## src/reg_file.sv

```systemverilog
// the reg_file holds 32 words with two asynchronous reads, one write port and the t0 output
`timescale 1ns/1ps
`default_nettype none

module reg_file (
  input  logic        clock,
  input  logic        rst,
  input  logic        write_en,
  input  logic [4:0]  rs_addr,
  input  logic [4:0]  rt_addr,
  input  logic [4:0]  write_addr,
  input  logic [31:0] write_data,
  output logic [31:0] rs_value,
  output logic [31:0] rt_value,
  output logic [31:0] output_t0
);

  logic [31:0] regs [32];

  always_ff @(posedge clock) begin
    if (rst) begin
      for (int n = 0; n < 32; n++) begin
        regs[n] <= '0;
      end
    end else if (write_en && write_addr != 5'd0) begin
      regs[write_addr] <= write_data;  // writes to register zero are dropped
    end
  end

  assign rs_value  = regs[rs_addr];
  assign rt_value  = regs[rt_addr];
  assign output_t0 = regs[8];

  // register zero reads as zero only because reset clears it and writes skip it
  r0_zero_a: assert property (@(posedge clock) disable iff (rst)
    (rs_addr == 5'd0) |-> (rs_value == '0))
    else $error("register zero is not zero");

endmodule

`default_nettype wire

```

## config.mk

```make
export PLATFORM = sky130hd
export DESIGN_NAME = reg_file
export DESIGN_NICKNAME = d
export VERILOG_FILES = /design/src/reg_file.sv
export SDC_FILE = /design/constraint.sdc
export NUM_CORES = 2
export LEC_CHECK = 0
export BUFFER_PORTS_ARGS = -buffer_cell sky130_fd_sc_hd__buf_2
export CORE_UTILIZATION = 55
export DETAILED_ROUTE_END_ITERATION = 12
export PLACE_DENSITY = 0.83
export SLEW_MARGIN = 5
export SYNTH_ARGS = -nofsm -noshare
export SYNTH_HDL_FRONTEND = slang
export SYNTH_SLANG_ARGS = --single-unit
```

## constraint.sdc

```tcl
create_clock -name clock -period 2.45 [get_ports clock]
set_input_delay 0.245 -clock clock [delete_from_list [all_inputs] [get_ports clock]]
set_output_delay 0.245 -clock clock [all_outputs]
set_load 0.1 [all_outputs]
```

# == Word-level counts from Yosys, hierarchy flattened ==
# Memory sizes are Yosys's and may differ from the RTL's.
# Cells that the tools add are included.
# word_totals
word_cells,12
regBits,0
mem_bits_rw,1024
in_bits,50
output_inout_bits,96
n_memories,1
# mem_list
name,words,width,rd,rd_clocked_by_memory_dff,write_ports,line,rtl
regs,32,32,3,0,32,18,logic [31:0] regs [32];
# op_classes
n_reduce_logical,3
muxes,8
# op_table
op,count
$mux 32,1
$reduce_or 32->1,1
$mux 1,6
$mux 5,1
$reduce_bool 5->1,1
$logic_and 1x1->1,1

# == Logic depth before layout (Yosys ltp) ==
# depth
depth_word,7
mapped_depth,8
depth_no_buf,5

# == Least setup slack after synthesis ==
# Ideal clock, no wire load.
# synth_timing
path_type,register to output
start,memory regs[8][0]
end,output rs_value[0]
stages_incl_launch_ff,5
path_slack_ns,0.075
arrival_time_ns,2.130
t_required_ns,2.205
n_path_buf,0
path_cell_list,edfxtp_1 > mux2i_1 > a22oi_1 > nand3_1 > nand3_1
# synth_lines
item,line,rtl
"start, declared",18,
"end, declared",13,"output logic [31:0] rs_value,"

==> impl_metrics.py <==
metrics = {
    "run_status": {
        "status": "finished, violations left",
        "violations": "DRC, setup timing",
    },
    "sta": {
        "final-hold-violation-count": 0,
        "min_period_over_period_pct": 104,
        "setup_repair_after_global_routing_missed_its_margin": "yes",
        "fmax_mhz": 393,
        "setup_violations": 6,
        "hold-worst-slack_ps": 114,
        "timing_worst_slew_pin_value_ps": 889,
        "final-max-slew-violation-count": 0,
        "finalWorstSetupSlack_ps": -93.5,
        "period_needed_ps": 2540,
        "slew_headroom_pct": 40.7,
    },
    "power_and_ir_drop": {
        "finalPower_mw": 44.6,
        "ir_worst_vdd_mv": 0.674,
        "lkg_pwr_nw": 25.9,
        "power.density_nw_per_um2": 684,
    },
    "global_route": {
        "grt_pass1_vias": 41600,
        "grt_first_pass_wirelength_um": 272000,
        "antenna_found_initial": 20,
        "globalRouteOverflowTotal": 0,
        "largest_net_degree_at_the_start_of_global_routing": 55,
        "total_global_routing_track_utilization_pct": 36.3,
    },
    "run": {
        "timing.max_cap.violations": 0,
    },
    "critical_path": {
        "critical_path_peak_fanout": 2,
        "startpoint_type": "flip-flop",
        "timing_worst_setup_path_type": "flip-flop to output port",
        "worstSetupEndpointType": "output port",
        "critical_path_required_ps": 2200,
        "crit_arrival_ps": 2300,
    },
    "die": {
        "die-area_um2": 103000,
        "die_w_um": 321,
        "effective_utilization_at_floorplan_pct": 55.8,
        "row_count": 116,
        "fp.coreArea_um2": 101000,
        "io_pins": 146,
        "die_height_um": 321,
    },
    "clocking": {
        "tritoncts_num_sinks": 1024,
        "ctsHoldBuffers": 0,
        "cts_buffers": 102,
        "cts_h_tree_lvls": 3,
        "cts.reportedPaths.clkPinSlew_ps": 60,
        "deepest_clock_path_buffer_count": 3,
        "cts.root.buffer_cell": "clkbuf_16",
        "tritoncts": "yes",
    },
    "detailed_routing": {
        "drt_wl_total_um": 192000,
        "detail_route.first_pass.iterations": 12,
        "antenna_violating_nets_post_route": 0,
        "remaining_drc_errors": 1,
        "wl_per_cell_um": 30.9,
        "vias": 42600,
        "dr.first_iter.drc_count": 6963,
        "vias_per_cell": 6.86,
    },
    "cells_and_area": {
        "largest_reg_flops": 1024,
        "multiInputGateArea_um2": 23700,
        "area_growth_syn_to_layout_pct": 16.0,
        "instances_no_fill": 6210,
        "fillCellCount": 6849,
        "top_regs": "regs x1024",
        "finish.utilization_pct": 64.8,
        "sequential_cell_area_um2": 30700,
        "layout_commonest_cell": "edfxtp_1",
        "mostFrequentLayoutCells": "edfxtp_1 (1024), mux2i_1 (1021), and2_1 (992)",
        "drive_gt1_share_pct": 16.1,
        "fin_nets": 4812,
        "largest_register_by_flop_count": "regs",
    },
    "place": {
        "place_hpwl_um": 117000,
        "io_buffers": 145,
        "place_worst_setup_slack_ps": -43.5,
        "dpl.cell_count": 6006,
        "final_wtd_congestion": 0.927,
    },
    "synthesis": {
        "yosysWarningCount": 0,
        "ys_ff_latch": 1024,
        "mappedNetlistArea_um2": 56100,
        "synth_async_reset_ratio_pct": 0,
        "syn_area_per_cell_um2": 12.2,
        "post_synth_num_cell_types": 30,
        "seq_area_frac_synth_pct": 54.8,
        "post_synth_inst_count": 4605,
        "dominant_register_cell_in_the_synthesized_netlist": "edfxtp_1",
        "synth_enable_flop_cells": 1024,
    },
    "min_path": {
        "min_delay_path_depth": 2,
        "tightest_hold_check_type": "input pin to flip-flop",
    },
}
-- metrics by stage --
stage	TNS [ps]	cell area (um^2)
floorplan	0	56200
global placement	0	61200
detailed placement	-43.5	61200
CTS	-113	64800
global route	-372	65100
finish	-231	65100
-- final cells by class --
class / count / share of cell area (%)
clock buffers: 121 / 4.16
flip-flops and latches: 1024 / 47.2
well taps: 1357 / 2.61
diodes: 7 / 0.0269
repair buffers: 468 / 8.57
multi-input cells: 3166 / 36.3
clock inverters: 67 / 1.08
-- layer usage --
metal	vias to the layer above	share of wire, %	global-route usage (%)
li1	17200	-	-
met1	20400	34	45.8
met2	4052	44	54.5
met3	927	15	10.8
met4	10	7.3	23.4
met5	-	0.032	0
-- kinds of logic (layout without fill, tap and decap cells) --
| logic type | after synthesis | count (layout) | synth area share (%) |
|---|---|---|---|
| flops | 1024 | 1024 | 54.8 |
| simple gates | 1534 | 1534 | 15.7 |
| compound gates | 576 | 576 | 6.99 |
| buf+inv | 446 | 656 | 4.29 |
| mux | 1024 | 1024 | 18.3 |
| other cells | 1 | 39 | 0.00668 |
-- worst max-delay path, cell delays in order (launching register included) --
cell      delay, ps
edfxtp_1        390
mux2i_1         230
a22o_1          270
nor3_2           70
a31oi_2         290
nand3_2         160
buf_12          190
-- cells in the mapped netlist, types with 7 or more instances --
master,number,area (um^2)
edfxtp_1,1024,30700
mux2i_1,1024,10200
and2_1,994,6220
clkbuf_1,204,766
nand2_1,195,732
nand3_1,193,966
a21oi_1,192,961
a22oi_1,192,1440
a22o_1,128,1120
buf_4,65,488
a31oi_1,64,400
nor3_1,64,320
clkbuf_2,56,280
buf_2,48,240
buf_6,46,518
or2_2,33,206
buf_1,23,86.3
nor2_1,19,71.3
nor2_2,9,56.3
nor2_4,7,78.8
-- power by group --
group          total, mW  switching, mW  internal [mW]
clock               16.2           6.85           9.35
sequential          20.8          0.580           20.2
combinational       7.55           4.95           2.61
total               44.6           12.4           32.2
-- final timing paths --
check / start / to / slack, ps
worst max-delay path: regs[2][29] / rt_value[29] / -90
worst min-delay path: rst / regs[0][28] / 110
-- timing repair --
action,4_1_cts,5_1_grt
buffers inserted,5,4
gates resized for setup,39,50
pin swaps,9,41
endpoints found under the setup margin,26,37
endpoints found under the hold margin,0,0
Power figures use the tool's default switching activity.
