**config.mk**
```make
export PLATFORM = sky130hd
export DESIGN_NAME = alu
export DESIGN_NICKNAME = d
export VERILOG_FILES = /design/src/mips_pkg.sv /design/src/alu.sv
export SDC_FILE = /design/constraint.sdc
export NUM_CORES = 1
export LEC_CHECK = 0
export ABC_CLOCK_PERIOD_IN_PS = 4100
export BUFFER_PORTS_ARGS = -buffer_cell sky130_fd_sc_hd__buf_2
export CORE_ASPECT_RATIO = 1.2
export CORE_UTILIZATION = 40
export DETAILED_ROUTE_END_ITERATION = 12
export SLEW_MARGIN = 0
export SYNTH_ARGS = -nofsm -noshare
export SYNTH_HDL_FRONTEND = slang
export SYNTH_SLANG_ARGS = --single-unit
```
**constraint.sdc**
```tcl
create_clock -name vclk -period 4.1
set_input_delay 0.41 -clock vclk [all_inputs]
set_output_delay 0.41 -clock vclk [all_outputs]
set_load 0.1 [all_outputs]
```
**src/mips_pkg.sv**
```systemverilog
// mips_pkg: shared instruction layout, opcode/funct encodings and control types for the CPU
`default_nettype none

package mips_pkg;

  // one instruction word, seen either with R-type fields or with I-type fields
  typedef struct packed {
    logic [5:0] opcode;
    logic [4:0] rs;
    logic [4:0] rt;
    logic [4:0] rd;
    logic [4:0] shamt;
    logic [5:0] funct;
  } r_fields_t;

  typedef struct packed {
    logic [5:0]  opcode;
    logic [4:0]  rs;
    logic [4:0]  rt;
    logic [15:0] imm;  // j-type target is rs, rt and imm taken together
  } i_fields_t;

  typedef union packed {
    r_fields_t r;
    i_fields_t i;
  } instr_u;

  localparam logic [5:0] OP_RTYPE = 6'h00;
  localparam logic [5:0] OP_J     = 6'h02;
  localparam logic [5:0] OP_JAL   = 6'h03;
  localparam logic [5:0] OP_BEQ   = 6'h04;
  localparam logic [5:0] OP_BNE   = 6'h05;
  localparam logic [5:0] OP_ADDI  = 6'h08;
  localparam logic [5:0] OP_SLTI  = 6'h0a;
  localparam logic [5:0] OP_ANDI  = 6'h0c;
  localparam logic [5:0] OP_ORI   = 6'h0d;
  localparam logic [5:0] OP_LW    = 6'h23;
  localparam logic [5:0] OP_SW    = 6'h2b;

  localparam logic [5:0] FN_JR  = 6'h08;
  localparam logic [5:0] FN_ADD = 6'h20;
  localparam logic [5:0] FN_SUB = 6'h22;
  localparam logic [5:0] FN_AND = 6'h24;
  localparam logic [5:0] FN_OR  = 6'h25;
  localparam logic [5:0] FN_SLT = 6'h2a;

  typedef enum logic [2:0] {
    ALU_ADD,
    ALU_SUB,
    ALU_AND,
    ALU_OR,
    ALU_SLT
  } alu_op_e;

  // the zero value of each select is the plain case, so an all-zero struct is a no-op
  localparam logic [1:0] DST_RT = 2'd0;
  localparam logic [1:0] DST_RD = 2'd1;
  localparam logic [1:0] DST_RA = 2'd2;  // register 31 for jal

  localparam logic [1:0] WB_ALU = 2'd0;
  localparam logic [1:0] WB_MEM = 2'd1;
  localparam logic [1:0] WB_PC1 = 2'd2;

  localparam logic [1:0] BR_NONE = 2'd0;
  localparam logic [1:0] BR_EQ   = 2'd1;
  localparam logic [1:0] BR_NE   = 2'd2;

  localparam logic [1:0] JMP_SEQ    = 2'd0;
  localparam logic [1:0] JMP_TARGET = 2'd1;
  localparam logic [1:0] JMP_REG    = 2'd2;

  typedef struct packed {
    logic       reg_write;
    logic [1:0] dst_sel;
    logic [1:0] wb_sel;
    logic       alu_imm;
    logic       zero_ext;
    logic       mem_write;
    logic [1:0] branch;
    logic [1:0] jump;
    alu_op_e    alu_op;
  } ctrl_t;

endpackage

`default_nettype wire

```
**src/alu.sv**
```systemverilog
// the alu computes 32-bit add, sub, and, or and signed set-less-than with a zero flag
`timescale 1ns/1ps
`default_nettype none

module alu (
  input  logic              [31:0] a,
  input  logic              [31:0] b,
  input  mips_pkg::alu_op_e        op,
  output logic              [31:0] result,
  output logic                     zero
);
  import mips_pkg::*;

  always_comb begin
    case (op)
      ALU_SUB: result = a - b;
      ALU_AND: result = a & b;
      ALU_OR:  result = a | b;
      ALU_SLT: result = ($signed(a) < $signed(b)) ? 32'd1 : 32'd0;
      default: result = a + b;
    endcase
    zero = (result == 32'd0);  // branches use sub, so zero means the operands are equal
  end

endmodule

`default_nettype wire

```
# Word-level counts from Yosys, hierarchy flattened
# Index checks and enable logic that the tools add are counted.
[word_totals]
out_inout_bits = 33
regBits = 0
[op_classes]
add_sub_neg = 2
mux = 2
n_lt_le_gt_ge = 1
reduce_logical = 1
eq_ne = 4
bitwise_logic = 2
[op_table]
columns = ["op", "count"]
rows = [
  ["$pmux W32 S4", 1],
  ["$add A32 B32 Y32", 1],
  ["$and A32 B32 Y32", 1],
  ["$logic_not A32 Y1", 1],
  ["$lt A32 B32 Y1", 1],
  ["$or A32 B32 Y32", 1],
  ["$sub A32 B32 Y32", 1],
  ["$eq A3 B2 Y1 const B", 2],
  ["$eq A3 B1 Y1 const B", 1],
  ["$eq A3 B3 Y1 const B", 1],
  ["$mux W1", 1],
]

# Depth between registers and ports, before layout
[logic_depth]
word_depth = 4
ltp_mapped = 15
depth_no_buf = 14

# Worst setup path after synthesis
# Ideal clock, no wire load.
[synth_path]
path_kind = "input-to-output"
from = "in a[3]"
to = "out zero"
stages = 14
n_path_buf = 1
slack_ns = -2.524
arrival_ns = 6.214
path_cell_list = "inv_1 -> ha_1 -> clkbuf_1 -> nor2_1 -> o311ai_1 -> a21oi_1 -> o21ai_4 -> o21ba_2 -> o21ai_0 -> a41oi_1 -> a2111oi_0 -> nand4b_4 -> or4_1 -> nor4_2"
[synth_between]
word_cells_on_any_way = 8
[synth_lines]
columns = ["item", "line", "text"]
rows = [
  ["from (decl)", "alu.sv:6", "input logic [31:0] a,"],
  ["$add A32 B32 Y32 / $sub A32 B32 Y32 (equally long branches)", "alu.sv:20, alu.sv:16", ""],
  ["$pmux W32 S4 (*)", "alu.sv:15", "case (op)"],
  ["named net result[15]", "alu.sv:9", "output logic [31:0] result,"],
  ["$logic_not A32 Y1 (*)", "alu.sv:22", "zero = (result == 32'd0);"],
  ["to (decl)", "alu.sv:10", "output logic zero"],
]
# Mark *: on every way through the listed nets, which the timed path passes. The rest lies on a longest branch.

# Final worst setup path
[layout_path]
from = "in a[12]"
to = "out zero"
[layout_between]
elab_chain_len = 4
word_cells_on_any_way = 8
[layout_rtl]
columns = ["item", "line", "text"]
rows = [
  ["$lt A32 B32 Y1", "alu.sv:19", "ALU_SLT: result = ($signed(a) < $signed(b)) ? 32'd1 : 32'd0;"],
  ["$mux W1", "alu.sv:19", ""],
  ["$pmux W32 S4 (*)", "alu.sv:15", ""],
  ["$logic_not A32 Y1 (*)", "alu.sv:22", ""],
]
# Mark *: on every way between the ends. The rest lies on a longest branch, timed or not.

==> results.md <==
* Sequential share of the synthesized area at 0%
* Post-Place Cells at 1352
* CP arrival at 4.29 ns
* Power per cell area at 223 nW/um^2
* Core Area at 13300 sq um
* Hold Vio Cnt, Final at 0
* DRT antenna net count at 0
* Commonest non-fill, non-tap cell in the layout: buf_4
* Final worst-path setup slack at -0.599 ns
* VDD IR max at 0.283 mV
* Final Cell Area at 8870 sq um
* Synthesized Nets at 999
* Vias in the first global route at 7403
* Avg Vias per Cell at 5.60
* Synth Area per Inst at 6.59 sq um
* Rows at 46
* Final Wtd Congestion at 0.997
* Post-Synth Adder-Cell Area at 22.6%
* Max Clock Freq at 0.213 GHz
* Final min period at 4.70 ns
* Failing checks: setup timing
* Mapped Area at 5500 sq um
* Routed WL at 22200 um
* Setup CP Type: primary input to primary output
* Crit end category: primary output
* Yosys warns at 0
* Area leader, netlist: ha_1
* Num sequential at 0
* Global-route wire length before repair at 35800 um
* Die Y at 130 um
* Post-Syn Instances at 834
* GR Util All Layers at 31.5%
* Setup violations, final at 1
* Initial Util at 41.3%
* Slew headroom at 44.1%
* Outcome: finished with violations
* Multiplexer share of the synthesized area at 2.44%
* Vias at 7576
* First-pass DRT Iterations at 5
* Antenna violations before repair at 0
* Xor and xnor area share after synthesis at 1.12%
* Worst-Margin Slew at 0.837 ns
* RSZ-0062 raised after global routing: true
* # clk buffers at 0
* Fin cells at 1353
* Worst Hold Depth at 6
* Share of layout cells above drive strength 1 at 40.1%
* Crit share post-route at 115%
* First DRT Iteration DRCs at 561
* Required time worst endpoint at 3.69 ns
* Fin. max-slew vios at 0
* Max-Cap Viols at 0
* Gr ovfl total at 0
* Most frequent cells in the layout: buf_4 (298), inv_1 (95), ha_1 (94)
* HPWL after detailed placement at 18900 um
* Startpoint type of the worst setup path: primary input
* Hold Path Class: primary input to primary output
* FF/Latch Area at 0 sq um
* Library cells used by synthesis at 92
* Largest net degree at the start of global routing at 28
* Synth-to-Final Area Change at 61.3%
* Crit path max fanout at 4
* DRC Markers at 0
* Number of I/O pins at 100
* Compound-Gate Fraction of Synth Area at 39.2%
* Drt wl/cell at 16.4 um
* Main area contributors after synthesis: ha_1 (22%), inv_1 (6.6%), a21oi_1 (6.2%), nor2_1 (5.3%), o21ai_0 (4.7%)
* # port buffers at 100
* # diodes at 0
* Util after Layout at 66.7%
* Die ar. at 14200 sq um
* Placed inst area at 8710 sq um
* Total Nets Final at 1352
* Synth top area share at 21.9%
* Die Wd at 109 um
* Cts-stage hold buffer count at 0
* Tot Pwr at 1.98 mW
* Setup TNS at -0.599 ns
* Largest family of logic cells by synthesized area: compound AO/OA/AOI/OAI gates
* Leak pwr at 4.55 nW
* Simple-gate share of the synthesized area at 23.9%
## synth_stat cells (13+ instances only)
library cell / n
nand2_1: 62
ha_1: 96
inv_1: 96
nand3_1: 14
clkbuf_1: 36
nand2b_1: 17
o211ai_1: 16
a21oi_1: 68
nor3_1: 22
o21ai_0: 52
nor2b_1: 17
o31ai_1: 13
nor2_1: 78
o22ai_1: 14
a21o_1: 17
## final cells by class
type	count	area [sq um]
well taps	168	210
fillers	1213	4430
repair buffers	401	3030
inverters	99	372
multi-input cells	685	5260
## cells by family after synthesis
| kind of cell | after synthesis |
|---|---|
| XOR/XNOR | 7 |
| AO/OA/AOI/OAI | 305 |
| multiplexers | 13 |
| adder cells (fa/ha/maj) | 98 |
| buffers and inverters | 149 |
| AND/OR/NAND/NOR | 262 |
## final timing paths
| path | to | slack (ns) | from |
|---|---|---|---|
| hold / removal | result[28] | 1.64 | b[28] |
| setup / recovery | zero | -0.60 | a[12] |
## power by group
group | leakage, nW | switching [mW] | total [mW] | internal, mW
Combinational | 4.55 | 1.18 | 1.98 | 0.797
Sequential | 0 | 0 | 0 | 0
Clock | 0 | 0 | 0 | 0
Total | 4.55 | 1.18 | 1.98 | 0.797
## what timing repair did
| action | 4_1_cts | 5_1_grt |
|---|---|---|
| setup endpoints to repair | 3 | 4 |
| buffers inserted | 0 | 1 |
| resized for setup | 21 | 8 |
| pin swaps | 10 | 2 |
## critical path: stages
cell and delay [ns]:
buf_2 0.09, inv_1 0.04, ha_1 0.35, nor4_2 0.52
or3b_4 0.48, nor2_1 0.10, a2111oi_0 0.08, buf_4 0.16
o31ai_4 0.07, a21boi_1 0.13, xnor2_1 0.30, o221ai_4 0.17
or3_1 0.38, or4_4 0.57, nor4_4 0.20, buf_12 0.21
## stage by stage
step / setup slack [ns] / hold slack, ns
6_report: -0.599 / 1.64
5_1_grt: -0.810 / 1.67
4_1_cts: -0.548 / 1.64
3_5_place_dp: -0.942 / 1.63
3_3_place_gp: -0.851 / 1.66
2_1_floorplan: -1.90 / 1.31
## routing by layer
| metal | track usage (%) | wire length [um] |
|---|---|---|
| met1 | 38.1 | 9320 |
| met2 | 57.2 | 10700 |
| met3 | 2.53 | 1220 |
| met4 | 12.2 | 949 |
| met5 | 0 | 0 |
Power figures use the tool's default switching activity.
