File: config.mk
export PLATFORM = sky130hd
export DESIGN_NAME = decode_control
export DESIGN_NICKNAME = d
export VERILOG_FILES = /design/src/mips_pkg.sv /design/src/decode_control.sv
export SDC_FILE = /design/constraint.sdc
export NUM_CORES = 1
export LEC_CHECK = 0
export BUFFER_PORTS_ARGS = -buffer_cell sky130_fd_sc_hd__buf_2
export CAP_MARGIN = 20
export CORE_MARGIN = 1
export CORE_UTILIZATION = 34
export DETAILED_ROUTE_END_ITERATION = 10
export PLACE_DENSITY = 0.9
export SLEW_MARGIN = 10
export SYNTH_ARGS = -nofsm -noshare
export SYNTH_HDL_FRONTEND = slang
export SYNTH_SLANG_ARGS = --single-unit
File: constraint.sdc
create_clock -name vclk -period 3.6
set_input_delay 0.36 -clock vclk [all_inputs]
set_output_delay 0.36 -clock vclk [all_outputs]
set_load 0.03 [all_outputs]
File: src/mips_pkg.sv
// mips_pkg: shared instruction layout, opcode/funct encodings and control types for the CPU
`default_nettype none

package mips_pkg;

  // one instruction word, seen either with R-type fields or with I-type fields
  typedef struct packed {
    logic [5:0] opcode;
    logic [4:0] rs;
    logic [4:0] rt;
    logic [4:0] rd;
    logic [4:0] shamt;
    logic [5:0] funct;
  } r_fields_t;

  typedef struct packed {
    logic [5:0]  opcode;
    logic [4:0]  rs;
    logic [4:0]  rt;
    logic [15:0] imm;  // j-type target is rs, rt and imm taken together
  } i_fields_t;

  typedef union packed {
    r_fields_t r;
    i_fields_t i;
  } instr_u;

  localparam logic [5:0] OP_RTYPE = 6'h00;
  localparam logic [5:0] OP_J     = 6'h02;
  localparam logic [5:0] OP_JAL   = 6'h03;
  localparam logic [5:0] OP_BEQ   = 6'h04;
  localparam logic [5:0] OP_BNE   = 6'h05;
  localparam logic [5:0] OP_ADDI  = 6'h08;
  localparam logic [5:0] OP_SLTI  = 6'h0a;
  localparam logic [5:0] OP_ANDI  = 6'h0c;
  localparam logic [5:0] OP_ORI   = 6'h0d;
  localparam logic [5:0] OP_LW    = 6'h23;
  localparam logic [5:0] OP_SW    = 6'h2b;

  localparam logic [5:0] FN_JR  = 6'h08;
  localparam logic [5:0] FN_ADD = 6'h20;
  localparam logic [5:0] FN_SUB = 6'h22;
  localparam logic [5:0] FN_AND = 6'h24;
  localparam logic [5:0] FN_OR  = 6'h25;
  localparam logic [5:0] FN_SLT = 6'h2a;

  typedef enum logic [2:0] {
    ALU_ADD,
    ALU_SUB,
    ALU_AND,
    ALU_OR,
    ALU_SLT
  } alu_op_e;

  // the zero value of each select is the plain case, so an all-zero struct is a no-op
  localparam logic [1:0] DST_RT = 2'd0;
  localparam logic [1:0] DST_RD = 2'd1;
  localparam logic [1:0] DST_RA = 2'd2;  // register 31 for jal

  localparam logic [1:0] WB_ALU = 2'd0;
  localparam logic [1:0] WB_MEM = 2'd1;
  localparam logic [1:0] WB_PC1 = 2'd2;

  localparam logic [1:0] BR_NONE = 2'd0;
  localparam logic [1:0] BR_EQ   = 2'd1;
  localparam logic [1:0] BR_NE   = 2'd2;

  localparam logic [1:0] JMP_SEQ    = 2'd0;
  localparam logic [1:0] JMP_TARGET = 2'd1;
  localparam logic [1:0] JMP_REG    = 2'd2;

  typedef struct packed {
    logic       reg_write;
    logic [1:0] dst_sel;
    logic [1:0] wb_sel;
    logic       alu_imm;
    logic       zero_ext;
    logic       mem_write;
    logic [1:0] branch;
    logic [1:0] jump;
    alu_op_e    alu_op;
  } ctrl_t;

endpackage

`default_nettype wire

File: src/decode_control.sv
// decode_control: instruction field split, main control, ALU operation and immediate extension
`timescale 1ns/1ps
`default_nettype none

module decode_control (
  input  logic            run,
  input  logic [31:0]     instr,
  output mips_pkg::ctrl_t ctrl,
  output logic [4:0]      rs_addr,
  output logic [4:0]      rt_addr,
  output logic [4:0]      rd_addr,
  output logic [31:0]     imm,
  output logic [25:0]     target
);
  import mips_pkg::*;

  instr_u ins;

  assign ins     = instr;
  assign rs_addr = ins.r.rs;
  assign rt_addr = ins.r.rt;
  assign rd_addr = ins.r.rd;
  assign target  = {ins.i.rs, ins.i.rt, ins.i.imm};

  always_comb begin
    ctrl = '0;  // no writes, no branch, sequential pc
    case (ins.i.opcode)
      OP_RTYPE: begin
        ctrl.reg_write = 1'b1;
        ctrl.dst_sel   = DST_RD;
        case (ins.r.funct)
          FN_ADD: ctrl.alu_op = ALU_ADD;
          FN_SUB: ctrl.alu_op = ALU_SUB;
          FN_AND: ctrl.alu_op = ALU_AND;
          FN_OR:  ctrl.alu_op = ALU_OR;
          FN_SLT: ctrl.alu_op = ALU_SLT;
          FN_JR: begin
            ctrl.reg_write = 1'b0;
            ctrl.jump      = JMP_REG;
          end
          default: ctrl = '0;  // unknown funct falls through as a no-op
        endcase
      end
      OP_ADDI, OP_SLTI, OP_ANDI, OP_ORI: begin
        ctrl.reg_write = 1'b1;
        ctrl.alu_imm   = 1'b1;
        ctrl.zero_ext  = (ins.i.opcode == OP_ANDI) || (ins.i.opcode == OP_ORI);
        case (ins.i.opcode)
          OP_SLTI: ctrl.alu_op = ALU_SLT;
          OP_ANDI: ctrl.alu_op = ALU_AND;
          OP_ORI:  ctrl.alu_op = ALU_OR;
          default: ctrl.alu_op = ALU_ADD;
        endcase
      end
      OP_LW: begin
        ctrl.reg_write = 1'b1;
        ctrl.alu_imm   = 1'b1;
        ctrl.wb_sel    = WB_MEM;
      end
      OP_SW: begin
        ctrl.mem_write = 1'b1;
        ctrl.alu_imm   = 1'b1;
      end
      OP_BEQ, OP_BNE: begin
        ctrl.branch = (ins.i.opcode == OP_BEQ) ? BR_EQ : BR_NE;
        ctrl.alu_op = ALU_SUB;  // zero flag compares rs with rt
      end
      OP_J: ctrl.jump = JMP_TARGET;
      OP_JAL: begin
        ctrl.jump      = JMP_TARGET;
        ctrl.reg_write = 1'b1;
        ctrl.dst_sel   = DST_RA;
        ctrl.wb_sel    = WB_PC1;
      end
      default: ctrl = '0;
    endcase
    // nothing is written while the loader owns the core
    ctrl.reg_write = ctrl.reg_write & run;
    ctrl.mem_write = ctrl.mem_write & run;
  end

  assign imm = ctrl.zero_ext ? {16'h0000, ins.i.imm} : {{16{ins.i.imm[15]}}, ins.i.imm};

endmodule

`default_nettype wire

* Yosys cells after proc, flatten, opt, wreduce, memory -nomap -nowiden
Cells that the tools add are included.
** Word-level totals
- Register bits after elaboration :: 0
- Bits of input ports :: 33
- Output and inout bits :: 88
** Cells by class
- Eq/ne operators :: 16
- Muxes and demuxes :: 16
- Bitwise operators :: 2
- Reductions and logical operators :: 9
** Operators with widths (number)
- $eq 6x6->1 const B :: 7
- $mux 32 :: 1
- $eq 6x4->1 const B :: 5
- $pmux 3 s3 :: 2
- $reduce_or 6->1 :: 3
- $eq 6x2->1 const B :: 2
- $eq 6x3->1 const B :: 2
- $pmux 2 s2 :: 3
- $pmux 3 s4 :: 1
- $mux 8 :: 1
- $pmux 1 s2 :: 4
- $logic_not 6->1 :: 1
- $pmux 2 s3 :: 1
- $reduce_or 5->1 :: 1
- $mux 2 :: 2
- $reduce_or 2->1 :: 2
- $reduce_or 4->1 :: 1
- $and 1x1->1 :: 2
- $logic_or 1x1->1 :: 1
- $mux 1 :: 1

* Depth between registers and ports, before layout
- Depth in word-level cells :: 5
- Gate-level depth with buffers :: 4
- Depth with buffers taken out :: 3

* Worst setup path after synthesis
OpenSTA, ideal clock, no wires.
- Path type :: input -> output
- From :: input port instr[1]
- To :: output port ctrl[14] (netlist bit)
- Data arrival time :: 1.739 ns
- Required time :: 3.240 ns
- Setup slack :: 1.501 ns
- Stages on the path :: 3
- Path through :: mux2_2 > a211o_2 > o32ai_1
** RTL lines
- start: declaration :: RTL line decode_control.sv:7 : input logic [31:0] instr,
- end: declaration :: RTL line decode_control.sv:8 : output mips_pkg::ctrl_t ctrl,

* Worst setup path in the final report
- From :: input port instr[30]
- To :: output port imm[30]
** Between the ends
- Word-level cells in the longest chain between the ends :: 4
** RTL lines
- $eq 6x4->1 (on tied branches) :: RTL line decode_control.sv:27, decode_control.sv:47
- $reduce_or 4->1 / $logic_or 1x1->1 (equally long branches) :: RTL line decode_control.sv:27, decode_control.sv:47
- $pmux 1 s2 (*) :: RTL line decode_control.sv:27 : case (ins.i.opcode)
- $mux 32 (*) :: RTL line decode_control.sv:82 : assign imm = ctrl.zero_ext ? {16'h0000, ins.i.imm} : {{16{ins.i.imm[15]}}, ins.i.imm};
- end: declaration :: RTL line decode_control.sv:12 : output logic [31:0] imm,
Mark *: on every way between the ends. The rest lies on a longest branch, timed or not.

==> results.cfg <==
[status]
status = complete, no violations

[timing]
hold_viol_final = 0
layout_setup_ws_ns = 1.47
max_freq_mhz = 470
slew_headroom = 0.619
tightest_slew_ns = 0.567
maxSlewViolCount = 0
fin_crit_ns = 2.13
setup_violations = 0
setup_tns_ns = 0
finalCritPeriodShare = 0.591
rsz0062_at_grt = false

[layout]
nFlopsAndLatches = 0
multi_input_area_um2 = 268
area_growth_pct = -25.6
nets = 139
instances_no_fill = 132
clock_buffers = 0
diodes = 0
fin_util = 0.274
drive_gt1_frac = 0.625
regArea_um2 = 0
fillerInstances = 262

[grt]
grt_first_pass_wirelength_mm = 1.90
grt_antenna_before_repair = 0
track_usage = 0.0907
first_global_vias = 408
grt_max_degree = 17
overflow = 0

[die]
coreArea_um2 = 2250
die_area_um2 = 2650
pin_count = 121
start_util = 0.368
die_w_um = 51.4
die_h_um = 51.4
rows = 17

[critical_path]
critPathRequiredTime_ns = 3.24
critPathKind = in -> out
critPathMaxFanout = 16
start_kind = primary input
worstPathArrival_ns = 1.77
critPathCaptureType = output pin

[logic_synthesis]
avgSynthCellArea_um2 = 7.04
yosysMostFrequentCell = buf_4
ys_top_cells_by_count = buf_4, nor3_1, inv_1, nand2b_1, nor2_1
seq_area_frac_synth = 0
synth_area_um2 = 831
netlist-cell-type-count = 26
yosysTopAreaCell = buf_4
synthTopCellsByArea = buf_4, nor3_1, nand2b_1
yosysWarnings = 0
synthCells = 118
synth_nets = 151
synth_top_area_share = 0.651

[drt]
met3WireLength_um = 184
num_vias = 613
antenna_left = 0
routedLengthMet1_um = 578
drtPass1Iterations = 4
drt_iter0_drc = 14
routed.top_layer = met4
met2WireLength_um = 590
routed_wl_mm = 1.40
post_drt_wl_per_cell_um = 10.6
drc_errors = 0
routed_via_density = 4.64

[power_and_ir_drop]
power.total_mw = 0.0982
power_leakage_nw = 0.359
p_per_area_nw_per_um2 = 159
vdd_drop_max_uv = 46.2

[placement]
io_buffer_count = 60
pre_cts_slack_ns = 1.43
dp_hpwl_mm = 1.17
placed_cells = 132
gp_congestion = 0.732

[clock_network]
cts_setup_buffers = 0
postCtsResizedCells = 0
postCtsHoldBufs = 0

[run]
maxCapViolations = 0

[worst_hold_path]
hold_class = in -> out
[through the flow]
step                      instance area [um2]  hold WS (ns)
after detailed placement                  618         0.720
after CTS                                 618         0.720
after global placement                    618         0.720
final                                     618         0.720
after floorplan                           831         0.830
after global routing                      618         0.720
[where the power goes]
part | internal [mW] | switching [mW]
sequential | 0 | 0
combinational | 0.0275 | 0.0707
clock | 0 | 0
total | 0.0275 | 0.0707
[cell usage in the layout (no fill, tap or decap)]
cell type,n
buf_2,60
nor3_1,6
inv_1,4
nand2b_1,4
nor2_1,4
nand3_1,3
nand2_1,3
or3b_1,2
o32ai_1,2
or4_1,1
o21ai_0,1
or4b_2,1
nand3b_1,1
a2111oi_0,1
o211a_1,1
or4_4,1
nand4b_1,1
mux2_2,1
a211o_2,1
a21oi_2,1
mux2i_1,1
a21oi_1,1
and2_1,1
nor4bb_1,1
a31oi_1,1
[final timing paths]
check | start | to | slack [ns] | depth (start not counted)
setup / recovery | instr[30] | imm[30] | 1.47 | 5
hold / removal | instr[24] | rs_addr[3] | 0.72 | 0
[cell families (layout without fill, tap and decap cells)]
kind of cell           after synthesis  after routing  synth area share
AO/OA/AOI/OAI                        9              9            0.0858
buffers and inverters               78             64             0.678
multiplexers                         2              2            0.0256
AND/OR/NAND/NOR                     29             29             0.211
[layout make-up]
class	count	share of cell area
timing repair buffer	60	0.486
tap	28	0.0567
inverter	4	0.0243
multi-input combinational	40	0.433
[layer usage]
| metal | vias to the layer above | track usage |
|---|---|---|
| li1 | 294 | - |
| met1 | 258 | 0.119 |
| met2 | 48 | 0.141 |
| met3 | 13 | 0.0149 |
| met4 | 0 | 0.0450 |
| met5 | - | 0 |
[critical path, stage by stage]
cell and delay, ns:
buf_2 0.13, nor3_1 0.50, nand3_1 0.23, and2_1 0.32, buf_2 0.23
No activity file was read; power rests on OpenSTA's default activity.
