### src/mips_pkg.sv
// mips_pkg: shared instruction layout, opcode/funct encodings and control types for the CPU
`default_nettype none

package mips_pkg;

  // one instruction word, seen either with R-type fields or with I-type fields
  typedef struct packed {
    logic [5:0] opcode;
    logic [4:0] rs;
    logic [4:0] rt;
    logic [4:0] rd;
    logic [4:0] shamt;
    logic [5:0] funct;
  } r_fields_t;

  typedef struct packed {
    logic [5:0]  opcode;
    logic [4:0]  rs;
    logic [4:0]  rt;
    logic [15:0] imm;  // j-type target is rs, rt and imm taken together
  } i_fields_t;

  typedef union packed {
    r_fields_t r;
    i_fields_t i;
  } instr_u;

  localparam logic [5:0] OP_RTYPE = 6'h00;
  localparam logic [5:0] OP_J     = 6'h02;
  localparam logic [5:0] OP_JAL   = 6'h03;
  localparam logic [5:0] OP_BEQ   = 6'h04;
  localparam logic [5:0] OP_BNE   = 6'h05;
  localparam logic [5:0] OP_ADDI  = 6'h08;
  localparam logic [5:0] OP_SLTI  = 6'h0a;
  localparam logic [5:0] OP_ANDI  = 6'h0c;
  localparam logic [5:0] OP_ORI   = 6'h0d;
  localparam logic [5:0] OP_LW    = 6'h23;
  localparam logic [5:0] OP_SW    = 6'h2b;

  localparam logic [5:0] FN_JR  = 6'h08;
  localparam logic [5:0] FN_ADD = 6'h20;
  localparam logic [5:0] FN_SUB = 6'h22;
  localparam logic [5:0] FN_AND = 6'h24;
  localparam logic [5:0] FN_OR  = 6'h25;
  localparam logic [5:0] FN_SLT = 6'h2a;

  typedef enum logic [2:0] {
    ALU_ADD,
    ALU_SUB,
    ALU_AND,
    ALU_OR,
    ALU_SLT
  } alu_op_e;

  // the zero value of each select is the plain case, so an all-zero struct is a no-op
  localparam logic [1:0] DST_RT = 2'd0;
  localparam logic [1:0] DST_RD = 2'd1;
  localparam logic [1:0] DST_RA = 2'd2;  // register 31 for jal

  localparam logic [1:0] WB_ALU = 2'd0;
  localparam logic [1:0] WB_MEM = 2'd1;
  localparam logic [1:0] WB_PC1 = 2'd2;

  localparam logic [1:0] BR_NONE = 2'd0;
  localparam logic [1:0] BR_EQ   = 2'd1;
  localparam logic [1:0] BR_NE   = 2'd2;

  localparam logic [1:0] JMP_SEQ    = 2'd0;
  localparam logic [1:0] JMP_TARGET = 2'd1;
  localparam logic [1:0] JMP_REG    = 2'd2;

  typedef struct packed {
    logic       reg_write;
    logic [1:0] dst_sel;
    logic [1:0] wb_sel;
    logic       alu_imm;
    logic       zero_ext;
    logic       mem_write;
    logic [1:0] branch;
    logic [1:0] jump;
    alu_op_e    alu_op;
  } ctrl_t;

endpackage

`default_nettype wire

### src/fetch_unit.sv
// fetch_unit: program counter, next-address selection and loadable instruction memory
`timescale 1ns/1ps
`default_nettype none

module fetch_unit #(
  parameter int IMEM_WORDS = 64
) (
  input  logic            clock,
  input  logic            rst,
  input  logic            run,
  input  logic            load_en,
  input  logic [31:0]     load_addr,
  input  logic [31:0]     load_data,
  input  mips_pkg::ctrl_t ctrl,
  input  logic [31:0]     imm,
  input  logic [25:0]     target,
  input  logic [31:0]     rs_value,
  input  logic            alu_zero,
  output logic [31:0]     instr,
  output logic [31:0]     pc,
  output logic [31:0]     pc_plus1
);
  import mips_pkg::*;

  localparam int AW = $clog2(IMEM_WORDS);

  logic [31:0]   imem [IMEM_WORDS];
  logic [AW-1:0] pc_q;  // only the index bits are kept, so the pc wraps with the memory
  logic          branch_taken;
  logic [31:0]   seq_next;
  logic [31:0]   pc_next;

  // loader port, the address wraps within the memory
  always_ff @(posedge clock) begin
    if (load_en) begin
      imem[load_addr[AW-1:0]] <= load_data;
    end
  end

  assign instr    = imem[pc_q];
  assign pc       = {{(32 - AW){1'b0}}, pc_q};
  assign pc_plus1 = pc + 32'd1;  // not wrapped here, jal links this full value

  always_comb begin
    case (ctrl.branch)
      BR_EQ:   branch_taken = alu_zero;
      BR_NE:   branch_taken = !alu_zero;
      default: branch_taken = 1'b0;
    endcase
    seq_next = branch_taken ? pc_plus1 + imm : pc_plus1;
    case (ctrl.jump)
      JMP_TARGET: pc_next = {6'd0, target};
      JMP_REG:    pc_next = rs_value;  // jr treats the register as a word index
      default:    pc_next = seq_next;
    endcase
  end

  always_ff @(posedge clock) begin
    if (rst || !run) begin
      pc_q <= '0;  // held at the first word while loading
    end else begin
      pc_q <= pc_next[AW-1:0];
    end
  end

  // the loader must only write while the core is stopped
  load_while_run_a: assert property (@(posedge clock) disable iff (rst) !(run && load_en))
    else $error("instruction load while running");

endmodule

`default_nettype wire

### config.mk
export PLATFORM = sky130hd
export DESIGN_NAME = fetch_unit
export DESIGN_NICKNAME = d
export VERILOG_FILES = /design/src/mips_pkg.sv /design/src/fetch_unit.sv
export SDC_FILE = /design/constraint.sdc
export NUM_CORES = 2
export LEC_CHECK = 0
export BUFFER_PORTS_ARGS = -buffer_cell sky130_fd_sc_hd__buf_2
export CAP_MARGIN = 20
export CORE_MARGIN = 5
export CORE_UTILIZATION = 38
export CTS_BUF_LIST = sky130_fd_sc_hd__clkbuf_4 sky130_fd_sc_hd__clkbuf_8
export DETAILED_ROUTE_END_ITERATION = 7
export GPL_TIMING_DRIVEN = 0
export HOLD_SLACK_MARGIN = 0.02
export SLEW_MARGIN = 20
export SYNTH_ARGS = -nofsm -noshare
export SYNTH_HDL_FRONTEND = slang
export SYNTH_SLANG_ARGS = --single-unit
### constraint.sdc
create_clock -name clock -period 7 [get_ports clock]
set_input_delay 0.35 -clock clock [delete_from_list [all_inputs] [get_ports clock]]
set_output_delay 0.35 -clock clock [all_outputs]
set_load 0.01 [all_outputs]
Yosys cells after proc, flatten, opt, wreduce, memory -nomap -nowiden
Memory sizes are Yosys's and may differ from the RTL's. A register that Yosys moved wholly into a read port is not among the register bits.
Cells that the tools add are included.
W data, S select, Z words.
{"block": "totals", "register_bits": 6, "latchBits": 0, "ram_bits": 2048, "rom_bits": 0, "input_bits": 174, "out_inout_bits": 96, "elab_cells": 17, "n_memories": 1}
{"memory": "imem", "depth": 64, "word_bits": 32, "read_ports": 1, "rd_ports_with_merged_regs": 1, "write_ports": 1, "line_no": "fetch_unit.sv:27", "text": "logic [31:0] imem [IMEM_WORDS];"}
{"block": "op_classes", "n_addsub": 2, "mul": 0, "n_div": 0, "n_lt_le_gt_ge": 0, "eq_ne": 4, "shift": 0, "n_mux": 6, "bitwise": 0, "reduce_logical": 3}
{"op": "$mux W6", "count": 2}
{"op": "$pmux W6 S2", "count": 1}
{"op": "$add A6 B1 Y7 const B", "count": 1}
{"op": "$add A6 B6 Y6", "count": 1}
{"op": "$eq A2 B1 Y1 const B", "count": 2}
{"op": "$eq A2 B2 Y1 const B", "count": 2}
{"op": "$logic_not A1 Y1", "count": 2}
{"op": "$mux W1", "count": 2}
{"op": "$pmux W1 S2", "count": 1}
{"op": "$logic_or A1 B1 Y1", "count": 1}

Depth between registers and ports, before layout
{"block": "logic_depth", "ltp_word": 5, "ltp_mapped": 13, "depth_no_buf": 9}

Worst setup path after synthesis
No wires, ideal clock.
{"block": "synth_path", "path_kind": "input to register", "start": "input port load_addr[4]", "end": "memory imem[16][0], enable pin", "setup_time_ns": 0.421, "arrival_ns": 2.532, "required_ns": 6.579, "path_slack_ns": 4.047, "path_stages": 4, "path_buffers": 2, "path_cell_list": "clkbuf_1 -> or3b_2 -> clkbuf_1 -> nor2_1"}
{"element": "start, declared", "line_no": "fetch_unit.sv:12", "text": "input logic [31:0] load_addr,"}
{"element": "end, declared", "line_no": "fetch_unit.sv:27"}
No word-level cell before the write port.

==> results.yml <==
timing:
  fmax_mhz: 170
  rsz0062_at_grt: "no"
  max_slew_margin: 0.238
  finalHoldViolations: 0
  setup_slack_ns: 1.11
  period_needed_ns: 5.89
  fin_skew_ns: 0.0311
  tightest_slew_ns: 1.14
  fin_crit_sh: 0.841
  setup_violations: 0
  drv_slew: 0
  fin_tns_setup_ns: 0
cells_and_area:
  drive_gt1_frac: 0.336
  fin_nets: 4284
  seq_area_um2: 61600
  area.growth.synth_to_final_pct: 17.8
  layout_common_cells: "2,048 x edfxtp_1, 498 x mux4_2, 350 x clkbuf_8"
  multi_input_comb_area_um2: 16200
  mostFrequentLayoutCell: "edfxtp_1"
  fillCellCount: 17100
worst_setup_path:
  r2r_slack_ns: 2.42
  crit_path_top_delay_cell: "a221oi_1"
  cp.depth: 9
  crit_top_cell: "buf_2"
  worst-setup-path-type: "reg2out"
  reg2reg_depth: 11
  cp_data_required_time_ns: 6.65
  rr_endpoint: "pc_q[5]$_SDFF_PP0_"
  crit_path_start: "pc_q[1]$_SDFF_PP0_"
  worstPathArrival_ns: 5.54
  max_stage_delay_ns: 0.73
  cp_top_family: "buffers and inverters"
  crit_buf_inv: 5
  regToRegStartpoint: "pc_q[2]$_SDFF_PP0_"
  worstSetupStartpointType: "register"
  crit_path_end_kind: "primary output"
  crit_chain: "buf_2 > buf_2 > buf_2 > buf_4 > mux2i_1 > a211oi_1 > a21oi_1 > a221oi_1 > buf_2"
  worstPathMaxFanout: 10
floorplanning:
  start_util: 0.381
  fp.dieW_um: 465
  ios: 270
  rows: 167
  core_um2: 207000
  die_h_um: 465
  die_area_um2: 216000
global_routing:
  grt_start_max_net_pins: 65
  antenna_found_initial: 13
  grt_pass1_wl_um: 313000
  grt_pass1_vias: 40700
  grt_overflow: 0
  track_usage: 0.204
logic_synthesis:
  async_reset_ff_frac: 0
  synth_xor_area_frac: 0.000779
  synth_fa_ha_area_frac: 0.00169
  seq_area_frac_synth: 0.783
  synthSimpleGateAreaFrac: 0.0109
  synthMuxAreaShare: 0.149
  synth_top_family_by_area: "multiplexers"
  synth_ff_type: "edfxtp_1"
  ys_seq_elements: 2054
  synth_top_area_cell: "edfxtp_1"
  synth.avg_cell_area_um2: 22.8
  synth_warnings: 0
  synth-compound-area-share: 0.0352
  synth.top_cells.by_area: "edfxtp_1 78%, mux4_2 14%, a22oi_1 0.95%, buf_4 0.64%, a21oi_1 0.62%"
  synth_top_area_frac: 0.782
  synthesis.area_um2: 78700
  syn_inst: 3444
  synth_enable_flop_cells: 2048
  yosysUniqueCellTypes: 44
routing:
  wirelength_um: 223000
  post_drt_wl_per_cell_um: 31.7
  vias: 40100
  viasPerCell: 5.69
  antenna_left: 0
  detail_route.first_pass.iterations: 5
  drc: 0
  drtIter0Drc: 5125
clock_network:
  clk_latency_ns: 1.06
  clock-sinks: 2054
  cts_setup_buffers: 0
  cts.clk_slew.worst_paths_ns: 0.06
  cts_tree: "built"
  hold_buffers: 28
  htree_levels: 5
  ctsResizeCount: 0
  numCtsBuffers: 344
  clock_path_buffers: 4
  cts_root_buf: "clkbuf_8"
min_path:
  min_from: "load_addr[2]"
  min_to: "imem[39][4]$_DFFE_PP_"
  hp-class: "in2reg"
  hold_path_depth: 3
power:
  ir_worst_vdd_v: 0.000151
  p_leak_nw: 28.9
  power_density_nw_per_um2: 274
job:
  cap_viol_max_count: 0
placement:
  post-place-ws_ns: 2.29
  place_congestion: 0.819
  hpwlAfterDp_um: 145000
  io_buffers: 106
run_status:
  status: "finished clean"
per-stage QoR:
| step | instance area [um^2] | util | cells | hold WS, ns | total power, mW |
|---|---|---|---|---|---|
| floorplan | 78900 | - | 3494 | 0.449 | 14.8 |
| global placement | 82800 | 0.401 | 6304 | 0.738 | 15.5 |
| detailed placement | 85800 | 0.415 | 6407 | 0.747 | 15.6 |
| CTS | 92400 | 0.447 | 7016 | 0.0236 | 25.6 |
| global route | 92700 | 0.448 | 7043 | 0.135 | 26.2 |
| finish | 92700 | 0.448 | 7044 | 0.171 | 25.4 |
cell type report:
| cell class | count | area share |
|---|---|---|
| clock buffers | 469 | 0.0616 |
| clock inverters | 112 | 0.00626 |
| repair buffers | 260 | 0.0390 |
| well taps | 2704 | 0.0365 |
| inverters | 5 | 0.000203 |
| diodes | 5 | 0.000135 |
| multi-input cells | 1191 | 0.175 |
| plain buffers | 244 | 0.0160 |
| flip-flops and latches | 2054 | 0.665 |
logic make-up after synthesis:
group | Yosys count
DFF | 2054
AOI/OAI and AO/OA | 380
adders and majority gates | 10
muxes | 550
and+or+nand+nor | 193
xor gates and xnor gates | 7
other | 1
buffers and inverters | 249
how the worst max path moves through the flow:
stage | endpoint | slack (ns)
after global placement | imem[6][21]$_DFFE_PP_ | 1.30
after detailed placement | instr[16] | 2.29
final | instr[17] | 1.11
after CTS | instr[16] | 1.10
after global routing | instr[17] | 1.13
after floorplan | imem[16][0]$_DFFE_PP_ | 4.05
synth_stat cells (all sizes together) (3+ instances only):
library cell,count
buf,174
nor2,77
clkbuf,70
a21oi,97
mux2,7
nand3,23
o221ai,4
dfxtp,6
ha,9
nand2b,6
nand2,57
nor2b,14
xor2,3
a221oi,56
edfxtp,2048
nand3b,5
xnor2,4
inv,5
mux4,498
a22oi,100
mux2i,45
a22o,50
a211oi,33
a31oi,13
o22ai,21
tightest hold or removal path, cell delays in order:
cell	delay [ns]
buf_2	0.13
nand4_1	0.35
nor2_4	0.18
flip-flops by register name, summed over array words and instances, names as in the netlist:
signal and cells:
imem 2048, pc_q 6
power by group:
group	total [mW]	switching, mW	internal [mW]
registers	13.6	0.0227	13.6
logic	1.72	1.10	0.617
clock network	10.0	4.66	5.38
total	25.4	5.78	19.6
layer usage:
layer	GRT usage	up-vias	wire, um
met3	0.0459	433	21100
met2	0.322	2337	105000
li1	-	16100	-
met5	0	-	0
met1	0.279	21300	88400
met4	0.0782	0	8840
Note: power is estimated with default switching activity, not from simulation.
